[src/uartPkg.sv]
// ============================
// UART shared definitions
// ============================

`default_nettype none

package uartPkg;

    typedef logic [2:0]  regAddrT;   // Word offset from HADDR[4:2]
    typedef logic [7:0]  byteT;
    typedef logic [15:0] divisorT;   // HCLK cycles per 16x tick

    typedef enum logic [1:0] {INIT, READY, WRITE_WAIT} decodeStateT;
    typedef enum logic [1:0] {TX_IDLE, TX_START, TX_DATA, TX_STOP} txStateT;
    typedef enum logic [1:0] {RX_IDLE, RX_START, RX_DATA, RX_STOP} rxStateT;

    // Register map, DLAB aliases divisor onto DATA and IER
    localparam regAddrT ADDR_DATA = 3'd0;
    localparam regAddrT ADDR_IER  = 3'd1;
    localparam regAddrT ADDR_IIR  = 3'd2;
    localparam regAddrT ADDR_LCR  = 3'd3;
    localparam regAddrT ADDR_LSR  = 3'd5;

    localparam int TX_CREDITS = 2;     // Transmitter holding buffer depth
    localparam int FIFO_DEPTH = 4;

    localparam logic [1:0] HTRANS_IDLE = 2'b00;

    localparam int FIFO_PTR_W = $clog2(FIFO_DEPTH);
    localparam int FIFO_CNT_W = $clog2(FIFO_DEPTH + 1);
    localparam int CREDIT_W   = $clog2(TX_CREDITS + 1);

    typedef logic [FIFO_PTR_W-1:0] fifoPtrT;
    typedef logic [FIFO_CNT_W-1:0] fifoCntT;
    typedef logic [CREDIT_W-1:0]   creditT;   // 0 to TX_CREDITS

endpackage

`default_nettype wire
[src/ahbUart.sv]
// ============================
// AHB-Lite UART top
// ============================

`timescale 1ns/1ps
`default_nettype none

module ahbUart
    import uartPkg::*;
(
    input  wire         HCLK,
    input  wire         HRESETn,
    input  wire         hSel_i,
    input  wire [1:0]   hTrans_i,
    input  wire         hWrite_i,
    input  wire [31:0]  hAddr_i,
    input  wire [31:0]  hWData_i,
    output logic [31:0] hRData_o,
    output logic        hReady_o,
    output logic        hResp_o,
    input  wire         uartRx_i,
    output logic        uartTx_o,
    output logic        uartInt_o
);

    regAddrT regAddr;
    byteT    regWData;
    byteT    regRData;
    logic    regWrite;
    logic    regRead;
    logic    baudTick;
    logic    txValid;
    byteT    txData;
    logic    txCredit;
    logic    txBusy;
    logic    rxValid;
    byteT    rxData;

    ahbUartDecode decode_i (
        .HCLK       (HCLK),
        .HRESETn    (HRESETn),
        .hSel_i     (hSel_i),
        .hTrans_i   (hTrans_i),
        .hWrite_i   (hWrite_i),
        .hAddr_i    (hAddr_i),
        .hWData_i   (hWData_i),
        .hRData_o   (hRData_o),
        .hReady_o   (hReady_o),
        .hResp_o    (hResp_o),
        .regAddr_o  (regAddr),
        .regWData_o (regWData),
        .regWrite_o (regWrite),
        .regRead_o  (regRead),
        .regRData_i (regRData)
    );

    uartRegs regs_i (
        .HCLK       (HCLK),
        .HRESETn    (HRESETn),
        .regAddr_i  (regAddr),
        .regWData_i (regWData),
        .regWrite_i (regWrite),
        .regRead_i  (regRead),
        .regRData_o (regRData),
        .baudTick_o (baudTick),
        .txValid_o  (txValid),
        .txData_o   (txData),
        .txCredit_i (txCredit),
        .txBusy_i   (txBusy),
        .rxValid_i  (rxValid),
        .rxData_i   (rxData),
        .uartInt_o  (uartInt_o)
    );

    uartTx tx_i (
        .HCLK       (HCLK),
        .HRESETn    (HRESETn),
        .baudTick_i (baudTick),
        .txValid_i  (txValid),
        .txData_i   (txData),
        .txCredit_o (txCredit),
        .txBusy_o   (txBusy),
        .uartTx_o   (uartTx_o)
    );

    uartRx rx_i (
        .HCLK       (HCLK),
        .HRESETn    (HRESETn),
        .baudTick_i (baudTick),
        .uartRx_i   (uartRx_i),
        .rxValid_o  (rxValid),
        .rxData_o   (rxData)
    );

endmodule

`default_nettype wire

[src/uartRx.sv]
// ============================
// UART 8N1 receiver
// ============================

`timescale 1ns/1ps
`default_nettype none

module uartRx
    import uartPkg::*;
(
    input  wire   HCLK,
    input  wire   HRESETn,
    input  wire   baudTick_i,
    input  wire   uartRx_i,
    output logic  rxValid_o,
    output byteT  rxData_o
);

    logic [1:0] rxSync;           // Two-flop synchronizer
    logic       rxIn;
    rxStateT    state;
    byteT       shiftReg;
    logic [3:0] tickCnt;
    logic [2:0] bitCnt;
    logic       halfBit;
    logic       fullBit;

    assign rxIn    = rxSync[1];
    assign halfBit = baudTick_i && (tickCnt == 4'd7);
    assign fullBit = baudTick_i && (tickCnt == 4'd15);

    always_ff @(posedge HCLK) begin
        if (!HRESETn) begin
            rxSync <= 2'b11;            // Idle line is high
        end else begin
            rxSync <= {rxSync[0], uartRx_i};
        end
    end

    always_ff @(posedge HCLK) begin
        if (!HRESETn) begin
            state     <= RX_IDLE;
            tickCnt   <= '0;
            bitCnt    <= '0;
            rxValid_o <= 1'b0;
        end else begin
            rxValid_o <= 1'b0;
            if (state != RX_IDLE && baudTick_i) begin
                tickCnt <= tickCnt + 1'b1;
            end
            case (state)
                RX_IDLE: begin
                    if (!rxIn) begin
                        state   <= RX_START;
                        tickCnt <= '0;
                    end
                end
                RX_START: begin
                    // Still low at mid start bit, otherwise a glitch
                    if (halfBit) begin
                        state   <= rxIn ? RX_IDLE : RX_DATA;
                        tickCnt <= '0;
                        bitCnt  <= '0;
                    end
                end
                RX_DATA: begin
                    if (fullBit) begin
                        bitCnt <= bitCnt + 1'b1;
                        if (bitCnt == 3'd7) begin
                            state <= RX_STOP;
                        end
                    end
                end
                RX_STOP: begin
                    if (fullBit) begin
                        state     <= RX_IDLE;
                        rxValid_o <= rxIn;      // Low stop bit is a framing error
                    end
                end
                default: state <= RX_IDLE;
            endcase
        end
    end

    always_ff @(posedge HCLK) begin
        if (state == RX_DATA && fullBit) begin
            shiftReg <= {rxIn, shiftReg[7:1]};
        end
    end

    assign rxData_o = shiftReg;

endmodule

`default_nettype wire

[src/uartTx.sv]
// ============================
// UART 8N1 transmitter
// ============================

`timescale 1ns/1ps
`default_nettype none

module uartTx
    import uartPkg::*;
(
    input  wire   HCLK,
    input  wire   HRESETn,
    input  wire   baudTick_i,
    input  wire   txValid_i,
    input  byteT  txData_i,
    output logic  txCredit_o,
    output logic  txBusy_o,
    output logic  uartTx_o
);

    byteT                          holdBuf [TX_CREDITS];
    logic [$clog2(TX_CREDITS)-1:0] bufWrPtr;
    logic [$clog2(TX_CREDITS)-1:0] bufRdPtr;
    creditT                        bufCount;

    txStateT    state;
    byteT       shiftReg;
    logic [3:0] tickCnt;          // 16 ticks per bit
    logic [2:0] bitCnt;
    logic       load;
    logic       bitDone;

    assign load    = (state == TX_IDLE) && (bufCount != '0);
    assign bitDone = baudTick_i && (tickCnt == 4'd15);

    always_ff @(posedge HCLK) begin
        if (!HRESETn) begin
            bufWrPtr <= '0;
            bufRdPtr <= '0;
            bufCount <= '0;
        end else begin
            if (txValid_i) begin
                bufWrPtr <= bufWrPtr + 1'b1;
            end
            if (load) begin
                bufRdPtr <= bufRdPtr + 1'b1;
            end
            case ({txValid_i, load})
                2'b10:   bufCount <= bufCount + 1'b1;
                2'b01:   bufCount <= bufCount - 1'b1;
                default: bufCount <= bufCount;
            endcase
        end
    end

    always_ff @(posedge HCLK) begin
        if (txValid_i) begin
            holdBuf[bufWrPtr] <= txData_i;
        end
    end

    always_ff @(posedge HCLK) begin
        if (!HRESETn) begin
            state    <= TX_IDLE;
            uartTx_o <= 1'b1;
            tickCnt  <= '0;
            bitCnt   <= '0;
        end else begin
            if (state != TX_IDLE && baudTick_i) begin
                tickCnt <= tickCnt + 1'b1;
            end
            case (state)
                TX_IDLE: begin
                    if (load) begin
                        state    <= TX_START;
                        uartTx_o <= 1'b0;              // Start bit
                        tickCnt  <= '0;
                    end
                end
                TX_START: begin
                    if (bitDone) begin
                        state    <= TX_DATA;
                        uartTx_o <= shiftReg[0];
                        bitCnt   <= '0;
                    end
                end
                TX_DATA: begin
                    if (bitDone) begin
                        if (bitCnt == 3'd7) begin
                            state    <= TX_STOP;
                            uartTx_o <= 1'b1;
                        end else begin
                            bitCnt   <= bitCnt + 1'b1;
                            uartTx_o <= shiftReg[1];   // Next bit after shift
                        end
                    end
                end
                TX_STOP: begin
                    if (bitDone) begin
                        state <= TX_IDLE;
                    end
                end
                default: state <= TX_IDLE;
            endcase
        end
    end

    // LSB first
    always_ff @(posedge HCLK) begin
        if (load) begin
            shiftReg <= holdBuf[bufRdPtr];
        end else if (state == TX_DATA && bitDone) begin
            shiftReg <= shiftReg >> 1;
        end
    end

    assign txCredit_o = load;                 // Slot freed as byte enters shifter
    assign txBusy_o   = (state != TX_IDLE) || (bufCount != '0);

endmodule

`default_nettype wire

[src/uartRegs.sv]
// ============================
// UART registers and FIFOs
// ============================

`timescale 1ns/1ps
`default_nettype none

module uartRegs
    import uartPkg::*;
(
    input  wire      HCLK,
    input  wire      HRESETn,
    input  regAddrT  regAddr_i,
    input  byteT     regWData_i,
    input  wire      regWrite_i,
    input  wire      regRead_i,
    output byteT     regRData_o,
    output logic     baudTick_o,
    output logic     txValid_o,
    output byteT     txData_o,
    input  wire      txCredit_i,
    input  wire      txBusy_i,
    input  wire      rxValid_i,
    input  byteT     rxData_i,
    output logic     uartInt_o
);

    divisorT    divisor;
    divisorT    baudCnt;
    logic [1:0] ier;              // Bit 0 data ready, bit 1 THR empty
    logic       dlab;
    logic       overrun;
    creditT     creditCnt;

    // FIFO slot 0 is transmit, slot 1 is receive
    logic [1:0] fifoPush;
    logic [1:0] fifoPop;
    byteT       fifoWData [2];
    byteT       fifoRData [2];
    fifoCntT    fifoCount [2];

    logic txEmpty;
    logic txFull;
    logic rxEmpty;
    logic rxFull;
    logic dataReady;
    logic lsrRead;
    byteT lsrVal;
    byteT iirVal;

    assign txEmpty   = (fifoCount[0] == '0);
    assign txFull    = (fifoCount[0] == fifoCntT'(FIFO_DEPTH));
    assign rxEmpty   = (fifoCount[1] == '0);
    assign rxFull    = (fifoCount[1] == fifoCntT'(FIFO_DEPTH));
    assign dataReady = !rxEmpty;
    assign lsrRead   = regRead_i && (regAddr_i == ADDR_LSR);

    // Transmit side, full FIFO drops the write
    assign fifoPush[0]  = regWrite_i && (regAddr_i == ADDR_DATA) && !dlab && !txFull;
    assign fifoPop[0]   = txValid_o;
    assign fifoWData[0] = regWData_i;

    // Receive side, full FIFO drops the byte
    assign fifoPush[1]  = rxValid_i && !rxFull;
    assign fifoPop[1]   = regRead_i && (regAddr_i == ADDR_DATA) && !dlab && !rxEmpty;
    assign fifoWData[1] = rxData_i;

    for (genvar f = 0; f < 2; f++) begin : gFifo
        byteT    mem [FIFO_DEPTH];
        fifoPtrT wrPtr;
        fifoPtrT rdPtr;
        fifoCntT count;

        always_ff @(posedge HCLK) begin
            if (!HRESETn) begin
                wrPtr <= '0;
                rdPtr <= '0;
                count <= '0;
            end else begin
                if (fifoPush[f]) begin
                    wrPtr <= wrPtr + 1'b1;
                end
                if (fifoPop[f]) begin
                    rdPtr <= rdPtr + 1'b1;
                end
                case ({fifoPush[f], fifoPop[f]})
                    2'b10:   count <= count + 1'b1;
                    2'b01:   count <= count - 1'b1;
                    default: count <= count;
                endcase
            end
        end

        always_ff @(posedge HCLK) begin
            if (fifoPush[f]) begin
                mem[wrPtr] <= fifoWData[f];
            end
        end

        assign fifoRData[f] = mem[rdPtr];
        assign fifoCount[f] = count;
    end

    // Credit flow towards the transmitter
    assign txValid_o = (creditCnt != '0) && !txEmpty;
    assign txData_o  = fifoRData[0];

    always_ff @(posedge HCLK) begin
        if (!HRESETn) begin
            creditCnt <= creditT'(TX_CREDITS);
        end else begin
            case ({txValid_o, txCredit_i})
                2'b10:   creditCnt <= creditCnt - 1'b1;
                2'b01:   creditCnt <= creditCnt + 1'b1;
                default: creditCnt <= creditCnt;
            endcase
        end
    end

    always_ff @(posedge HCLK) begin
        if (!HRESETn) begin
            divisor <= '0;
            ier     <= '0;
            dlab    <= 1'b0;
        end else if (regWrite_i) begin
            case (regAddr_i)
                ADDR_DATA: begin
                    if (dlab) begin
                        divisor[7:0] <= regWData_i;
                    end
                end
                ADDR_IER: begin
                    if (dlab) begin
                        divisor[15:8] <= regWData_i;
                    end else begin
                        ier <= regWData_i[1:0];
                    end
                end
                ADDR_LCR: dlab <= regWData_i[7];
                default:  ;
            endcase
        end
    end

    always_ff @(posedge HCLK) begin
        if (!HRESETn) begin
            overrun <= 1'b0;
        end else if (rxValid_i && rxFull) begin
            overrun <= 1'b1;              // Set wins over the read clear
        end else if (lsrRead) begin
            overrun <= 1'b0;
        end
    end

    // 16x tick, stopped while divisor is zero
    always_ff @(posedge HCLK) begin
        if (!HRESETn) begin
            baudCnt    <= '0;
            baudTick_o <= 1'b0;
        end else if (divisor == '0) begin
            baudCnt    <= '0;
            baudTick_o <= 1'b0;
        end else if (baudCnt >= divisor - 1'b1) begin
            baudCnt    <= '0;
            baudTick_o <= 1'b1;
        end else begin
            baudCnt    <= baudCnt + 1'b1;
            baudTick_o <= 1'b0;
        end
    end

    assign lsrVal = {1'b0, txEmpty && (creditCnt == creditT'(TX_CREDITS)) && !txBusy_i,
                     txEmpty, 3'b000, overrun, dataReady};

    always_comb begin
        if (ier[0] && dataReady) begin
            iirVal = 8'h04;
        end else if (ier[1] && txEmpty) begin
            iirVal = 8'h02;
        end else begin
            iirVal = 8'h01;                // Nothing pending
        end
    end

    assign uartInt_o = (ier[0] && dataReady) || (ier[1] && txEmpty);

    always_comb begin
        case (regAddr_i)
            ADDR_DATA: regRData_o = dlab ? divisor[7:0] : fifoRData[1];
            ADDR_IER:  regRData_o = dlab ? divisor[15:8] : {6'b0, ier};
            ADDR_IIR:  regRData_o = iirVal;
            ADDR_LCR:  regRData_o = {dlab, 7'b0};
            ADDR_LSR:  regRData_o = lsrVal;
            default:   regRData_o = 8'h00;
        endcase
    end

endmodule

`default_nettype wire

[src/ahbUartDecode.sv]
// ============================
// AHB-Lite slave front end
// ============================

`timescale 1ns/1ps
`default_nettype none

module ahbUartDecode
    import uartPkg::*;
(
    input  wire          HCLK,
    input  wire          HRESETn,
    input  wire          hSel_i,
    input  wire [1:0]    hTrans_i,
    input  wire          hWrite_i,
    input  wire [31:0]   hAddr_i,
    input  wire [31:0]   hWData_i,
    output logic [31:0]  hRData_o,
    output logic         hReady_o,
    output logic         hResp_o,
    output regAddrT      regAddr_o,
    output byteT         regWData_o,
    output logic         regWrite_o,
    output logic         regRead_o,
    input  byteT         regRData_i
);

    decodeStateT state;
    decodeStateT nextState;
    regAddrT     addrLatch;       // Write address held for the wait state
    logic        needAction;

    assign needAction = hSel_i && (hTrans_i != HTRANS_IDLE);

    always_ff @(posedge HCLK) begin
        if (!HRESETn) begin
            state <= INIT;
        end else begin
            state <= nextState;
        end
    end

    always_comb begin
        nextState = state;
        case (state)
            INIT:       nextState = READY;
            READY: begin
                if (needAction && hWrite_i) begin
                    nextState = WRITE_WAIT;
                end
            end
            WRITE_WAIT: nextState = READY;
            default:    nextState = INIT;
        endcase
    end

    // Address phase capture; read data is ready for the data phase
    always_ff @(posedge HCLK) begin
        if (state == READY) begin
            addrLatch <= hAddr_i[4:2];
            if (needAction && !hWrite_i) begin
                hRData_o <= {24'h0, regRData_i};
            end
        end
    end

    assign hReady_o   = (state == READY);
    assign hResp_o    = 1'b0;                        // Always OKAY

    assign regAddr_o  = (state == WRITE_WAIT) ? addrLatch : hAddr_i[4:2];
    assign regWData_o = hWData_i[7:0];               // Byte lane 0 only
    assign regWrite_o = (state == WRITE_WAIT);
    assign regRead_o  = (state == READY) && needAction && !hWrite_i;

endmodule

`default_nettype wire

[config.mk]
export PLATFORM = sky130hd
export DESIGN_NAME = ahbUart
export DESIGN_NICKNAME = d
export VERILOG_FILES = /design/src/uartPkg.sv /design/src/ahbUart.sv /design/src/uartRx.sv /design/src/uartTx.sv /design/src/uartRegs.sv /design/src/ahbUartDecode.sv
export SDC_FILE = /design/constraint.sdc
export NUM_CORES = 1
export LEC_CHECK = 0
export BUFFER_PORTS_ARGS = -buffer_cell sky130_fd_sc_hd__buf_2
export CORE_MARGIN = 10
export CORE_UTILIZATION = 30
export CTS_CLUSTER_DIAMETER = 50
export CTS_CLUSTER_SIZE = 25
export DETAILED_ROUTE_END_ITERATION = 16
export GPL_TIMING_DRIVEN = 1
export SYNTH_ARGS = -nofsm -noshare
export SYNTH_HDL_FRONTEND = slang
export SYNTH_SLANG_ARGS = --single-unit
[constraint.sdc]
create_clock -name HCLK -period 6.6 [get_ports HCLK]
set_input_delay 0.33 -clock HCLK [delete_from_list [all_inputs] [get_ports HCLK]]
set_output_delay 0.33 -clock HCLK [all_outputs]
set_load 0.01 [all_outputs]
Word-level counts from Yosys, hierarchy flattened:

Memories as Yosys holds them, arrays and structs flattened. A register that Yosys moved wholly into a read port is not among the register bits.
Cells that the tools add are included.

* bits in registers: 108
* RAM bits: 80
* output and inout bits: 36
* word-level logic and storage cells: 226
* memories kept: 3

Memories
* regs_i.gFifo[0].mem: words 4, width 8, read ports 1, clocked after Yosys merged registers in 1, wr ports 1, RTL line uartRegs.sv:69 `byteT mem [FIFO_DEPTH];`
* regs_i.gFifo[1].mem: words 4, width 8, read ports 1, clocked after Yosys merged registers in 1, wr ports 1, RTL line uartRegs.sv:69
* tx_i.holdBuf: words 2, width 8, read ports 1, clocked after Yosys merged registers in 1, wr ports 1, RTL line uartTx.sv:21 `byteT holdBuf [TX_CREDITS];`

* add/sub/neg operators: 20
* order comparisons: 1
* eq/ne operators: 38
* multiplexer cells: 61
* bitwise logic cells: 2
* reduce and logical (&&, ||, !) cells: 70

Operator list (count)
* two-way mux 8 bit: 5
* case mux 8 bit (5 select lines): 1
* two-way mux 2 bit: 17
* logical AND 1 bit: 27
* two-way mux 4 bit: 6
* case mux 3 bit (2 select lines): 4
* nonzero test 2 bit: 12
* inequality test 2 x 1 -> 1 bit (second input constant): 10
* == test 2 bit (second input constant): 9
* two-way mux 3 bit: 6
* adder 16 x 1 -> 16 bit (second input constant): 1
* >= comparator 16 bit: 1
* zero test 16 bit: 1
* case mux 2 bit (4 select lines): 2
* subtractor 16 x 1 -> 16 bit (second input constant): 1
* == test 3 bit (second input constant): 5
* two-way mux 1 bit: 15
* AND reduction 3 bit: 5
* adder 2 x 1 -> 2 bit (second input constant): 6
* adder 3 x 1 -> 3 bit (second input constant): 4
* == test 2 x 1 -> 1 bit (second input constant): 6
* case mux 2 bit (2 select lines): 3
* AND reduction 5 bit: 2
* zero test 3 bit: 3
* other kinds (20): 40

Depth between registers and ports, before layout:

* depth in word-level cells: 9
* gate-level depth with buffers: 13
* gate-level depth less buffers: 12

Modules after synthesis:

A second synthesis with hierarchy kept.

* cells, all modules: 769
* area total of the unflattened synthesis: 9202.6 sq um

By module, submodules not included
* uartRegs: instances 1, cells an instance 483, area an instance 5854.4 sq um, seq. area each 3062.9 sq um
* uartTx: instances 1, cells an instance 144, area an instance 1729.2 sq um, seq. area each 1021.0 sq um
* uartRx: instances 1, cells an instance 81, area an instance 887.1 sq um, seq. area each 480.5 sq um
* ahbUartDecode: instances 1, cells an instance 61, area an instance 732.0 sq um, seq. area each 370.4 sq um

Worst setup path after synthesis:

No wires, ideal clock.

* kind: register -> register
* start: register regs_i.divisor[0]
* end: register regs_i.baudCnt[7]
* setup time: 0.063 ns
* data arrival time: 2.647 ns
* data required time: 6.537 ns
* slack: 3.891 ns
* stages on the path, launching flop included: 13
* path buffers: 1
* period minus slack after synthesis: 2.709 ns
* path through: dfxtp_1 > or4_1 > nor2b_2 > nand2_1 > nor3_1 > xnor2_1 > ha_1 > a21oi_1 > o21ai_0 > a31oi_1 > nand4_4 > buf_12 > nor2_2

* word-level cells in the longest chain between the ends: 3
* elaborated cells between the ends (all ways): 4
* those cells by class: add/sub: 1; order compare: 1; reduce/logical: 2

RTL lines
* from (decl): RTL line uartRegs.sv:28 `divisorT divisor;`
* from (signal assigned): RTL line uartRegs.sv:129 `divisor[7:0] <= regWData_i;`
* subtractor 16 x 1 -> 16 bit: RTL line uartRegs.sv:163 `end else if (baudCnt >= divisor - 1'b1) begin`
* >= comparator 16 bit: RTL line uartRegs.sv:163
* OR reduction 3 bit (no line) *
* to (signal assigned): RTL line uartRegs.sv:167 `baudCnt <= baudCnt + 1'b1;`
* to (decl): RTL line uartRegs.sv:29 `divisorT baudCnt;`

Mark *: on every way between the ends. The rest lies on a longest branch, timed or not.
A chain may end at the register's enable or synchronous reset.

Worst setup path after layout:

* start: register decode_i.state[1]
* end: register regs_i.gFifo[1].count[2]

* word-level cells in the longest chain between the ends: 8
* elaborated cells between the ends (all ways): 13
* those cells by class: eq/ne: 4; mux: 2; reduce/logical: 7

RTL lines
* from (decl): RTL line ahbUartDecode.sv:28 `decodeStateT state;`
* from (signal assigned): RTL line ahbUartDecode.sv:39 `state <= nextState;`
* == test 2 bit / == test 2 x 1 -> 1 bit (equally long branches): RTL line ahbUartDecode.sv:70, ahbUartDecode.sv:73
* two-way mux 3 bit / logical AND 1 bit (equally long branches): RTL line ahbUartDecode.sv:70, ahbUartDecode.sv:73
* zero test 3 bit / logical AND 1 bit (equally long branches): RTL line uartRegs.sv:65, ahbUartDecode.sv:73
* logical AND 1 bit * (3 in series): RTL line uartRegs.sv:65 `assign fifoPop[1] = regRead_i && (regAddr_i == ADDR_DATA) && !dlab && !rxEmpty;`
* net regs_i.fifoPop[1]: RTL line uartRegs.sv:37 `logic [1:0] fifoPop;`
* == test 2 x 1 -> 1 bit / == test 2 bit (equally long branches): RTL line uartRegs.sv:86 `case ({fifoPush[f], fifoPop[f]})`
* case mux 3 bit (2 select lines) / nonzero test 2 bit (equally long branches)
* to (signal assigned): RTL line uartRegs.sv:87 `2'b10: count <= count + 1'b1;`
* to (signal assigned): RTL line uartRegs.sv:88 `2'b01: count <= count - 1'b1;`
* to (signal assigned): RTL line uartRegs.sv:89 `default: count <= count;`
* to (decl): RTL line uartRegs.sv:72 `fifoCntT count;`

Mark *: on every way through the listed nets, which the timed path passes. The rest lies on a longest branch.

==> results.md <==
* Tot GR Track Use at 8.95%
* GP Congestion at 0.741
* Tmin final at 3.25 ns
* Post CTS Setup Buffer Count at 0
* XOR/XNOR Fraction of Synth Area at between 4 and 5%
* Setup TNS at 0 ns
* Vias per cell at 4.50
* Vias in the first global route at ~5,000
* RSZ-0062 raised after global routing: false
* Nets at 878
* # IOs at 107
* Fillers at between 2,000 and 3,000
* Overflow after GRT at 0
* Critical Path AT at 3.60 ns
* Simple-gate area share of the yosys netlist at 14.4%
* Post-synthesis mux area share at 9.35%
* Register area share after synthesis at 54.9%
* Die area at 0.0373 mm^2
* Rel. slew slack at 42.7%
* Area contributors post-synth: edfxtp_1 36%, dfxtp_1 19%, ha_1 5.4%
* Worst setup EP type: flip-flop
* Run status: finished, final reports clean
* Total number of H-tree levels at 4
* Slew at the pin closest to its max-slew limit at 0.858 ns
* First-pass GRT wire length at roughly 26,000 um
* VDD IR max at 0.140 mV
* Min-Delay Path Class: input port to flip-flop
* Syn Area/Cell at between 10 and 15 um^2
* Routed Antenna Nets at 0
* DRT Pass-1 Iters at 4
* Final period util at about half
* CTS resizes at 0
* Async SR Flop Fraction at 0%
* Clock latency on the worst-skew pair at 0.43 ns
* Adder-cell share of the synthesized area at between 5 and 6%
* Yosys warns at 0
* Top-count cell post-synth: edfxtp_1
* Compound-Gate Fraction of Synth Area at 6.06%
* Clk_skew at 0.00849 ns
* Max Slew Vio Count at 0
* Fin. Hold Viols at 0
* Register bit total from synthesis at 193
* Total area of sequential cells at 0.00493 mm^2
* FMAX at 308 MHz
* Setup crit start kind: flip-flop
* Clk slew on worst S/H paths at 0.07 ns
* Ant diodes at 0
* Via Count at 5,259
* Port Buffers at 28
* CTS Sinks at approximately 190
* Dpl hpwl at around 12,000 um
* Die Width at a little under 200 um
* Initial Utilization at 30.3%
* Main combinational cell family by area after synthesis: simple AND/OR/NAND/NOR gates
* Post-synth top area share at 35.7%
* CP Class: flip-flop to flip-flop
* TritonCTS clock tree: done
* Pin count of the biggest net entering global routing at 66
* Multi-input logic area at 0.00373 mm^2
* Max_cap viols at 0
* Worst EP required at 6.96 ns
* DRT iter0 DRCs at 266
* TritonCTS Buffers at 17
* Row count at between 60 and 70
* Ratio of cells with drive above 1 in the final layout at 13.2%
* Area leader, netlist: edfxtp_1
* Core Region at 0.0296 mm^2
* Critical path fanouts, max at 19
* Pwr dens at between 200 and 300 mW/mm^2
* Fin Hold WS at 0.0781 ns
* Die span in y at 193 um
* Clock Tree Buf Depth at 2
* Static Leak at 3.67 nW
* Cts hold-fix bufs at 0
* Setup violations, final at 0
* Number of flops mapped to enable cells by yosys at 107
* Synth unique cells at 66
* Top FF cell, synth: edfxtp_1
* Post-synthesis instance total at 742
* DR WL/cell at 14.3 um
* Root Buffer: clkbuf_16
* Initial antenna violation count at 0
* Post-Syn Area at 0.00899 mm^2
* Layout area overhead at 11.4%
* Commonest cells in the netlist: 107 x edfxtp_1, 86 x dfxtp_1, 48 x nand2_1, 42 x nor2_1
* Pwr Total at 2.95 mW
* Post-route DRC at 0
* Final WL at roughly 17,000 um
## cell type report
| cell class | count | area share (%) |
|---|---|---|
| clock buffers | 18 | 4.29 |
| clock inverters | 14 | 1.66 |
| inverters | 29 | 1.09 |
| multi-input cells | 495 | 37.3 |
| flip-flops and latches | 193 | 49.3 |
| well taps | 390 | 4.87 |
| repair buffers | 30 | 1.55 |
## cell usage in the layout, fill, tap and decap left out, types with 10 or more instances in the layout
master,Yosys,routed
nand3_1,13,13
nor2_1,42,42
nand4_1,12,12
xor2_1,21,21
mux4_2,16,16
nand2_1,48,48
mux2i_1,39,39
nor3_1,11,11
clkbuf_16,0,17
edfxtp_1,107,107
nor2_2,10,10
xnor2_1,28,28
dfxtp_1,86,86
nor2b_1,28,28
nand2b_1,12,12
and2_1,28,28
buf_2,4,28
ha_1,39,39
conb_1,1,25
inv_1,29,29
o21ai_0,29,29
## metrics by stage
step           worst slack [ns]  utilization [%]  area [um^2]  instances
2_1_floorplan              3.89                -         9080        766
3_3_place_gp               3.40             31.8         9420       1137
3_5_place_dp               3.35             31.8         9420       1137
4_1_cts                    3.33             33.8        10000       1169
5_1_grt                    3.09             33.8        10000       1169
6_report                   3.35             33.8        10000       1169
## state kept, by name, indices dropped and copies added, names as in the netlist, 3 cells and up, named ones only
name and flops:
rx_i.bitCnt 3, rx_i.rxData_o 8, regs_i.gFifo.wrPtr 4, rx_i.tickCnt 4, regs_i.gFifo.count 6, tx_i.tickCnt 4, regs_i.gFifo.mem 64, decode_i.hRData_o 8
tx_i.shiftReg 8, regs_i.gFifo.rdPtr 4, tx_i.bitCnt 3, decode_i.addrLatch 3, regs_i.divisor 16, tx_i.holdBuf 16, regs_i.baudCnt 16
## worst paths after layout
path / start / end / slack, ns / depth (start not counted)
max: decode_i.state[1]$_SDFFE_PN0P_ / regs_i.gFifo[1].count[2]$_SDFFE_PN0P_ / 3.35 / 10
min: uartRx_i / rx_i.rxSync[0]$_SDFF_PN1_ / 0.08 / 2
max reg2reg: decode_i.state[1]$_SDFFE_PN0P_ / regs_i.gFifo[1].count[2]$_SDFFE_PN0P_ / 3.35 / 10
min reg2reg: rx_i.rxSync[0]$_SDFF_PN1_ / rx_i.rxSync[1]$_SDFF_PN1_ / 0.41 / 1
## worst max-delay path, cell delays in order, from the launching register on
cell	delay [ns]
dfxtp_1	0.40
nor2b_1	0.45
mux2i_4	0.65
nand4_1	0.27
inv_1	0.11
ha_1	0.18
inv_1	0.07
fa_1	0.43
xor2_1	0.16
or3_1	0.30
a21boi_0	0.15
## cells by family (layout without fill, tap and decap cells)
logic type	count (synthesis)	count (layout)
adder cells (fa/ha/maj)	41	41
AND/OR/NAND/NOR	237	237
AO/OA/AOI/OAI	81	81
multiplexers	62	62
other	1	25
XOR/XNOR	49	49
flip-flops	193	193
buffers and inverters	78	91
## power by group
part / switching (mW) / internal (mW)
Combinational: 0.261 / 0.192
Clock: 0.480 / 0.574
Sequential: 0.0611 / 1.38
Total: 0.802 / 2.15
## layer usage
| layer | up-vias | routed length [um] | global-route usage [%] |
|---|---|---|---|
| met4 | 0 | 89 | 2.31 |
| met1 | 2530 | 8080 | 11.9 |
| met2 | 70 | 7880 | 14.2 |
| met3 | 8 | 634 | 2.27 |
| met5 | - | 0 | 0 |
| li1 | 2651 | - | - |
Note: power is estimated with default switching activity, not from simulation.
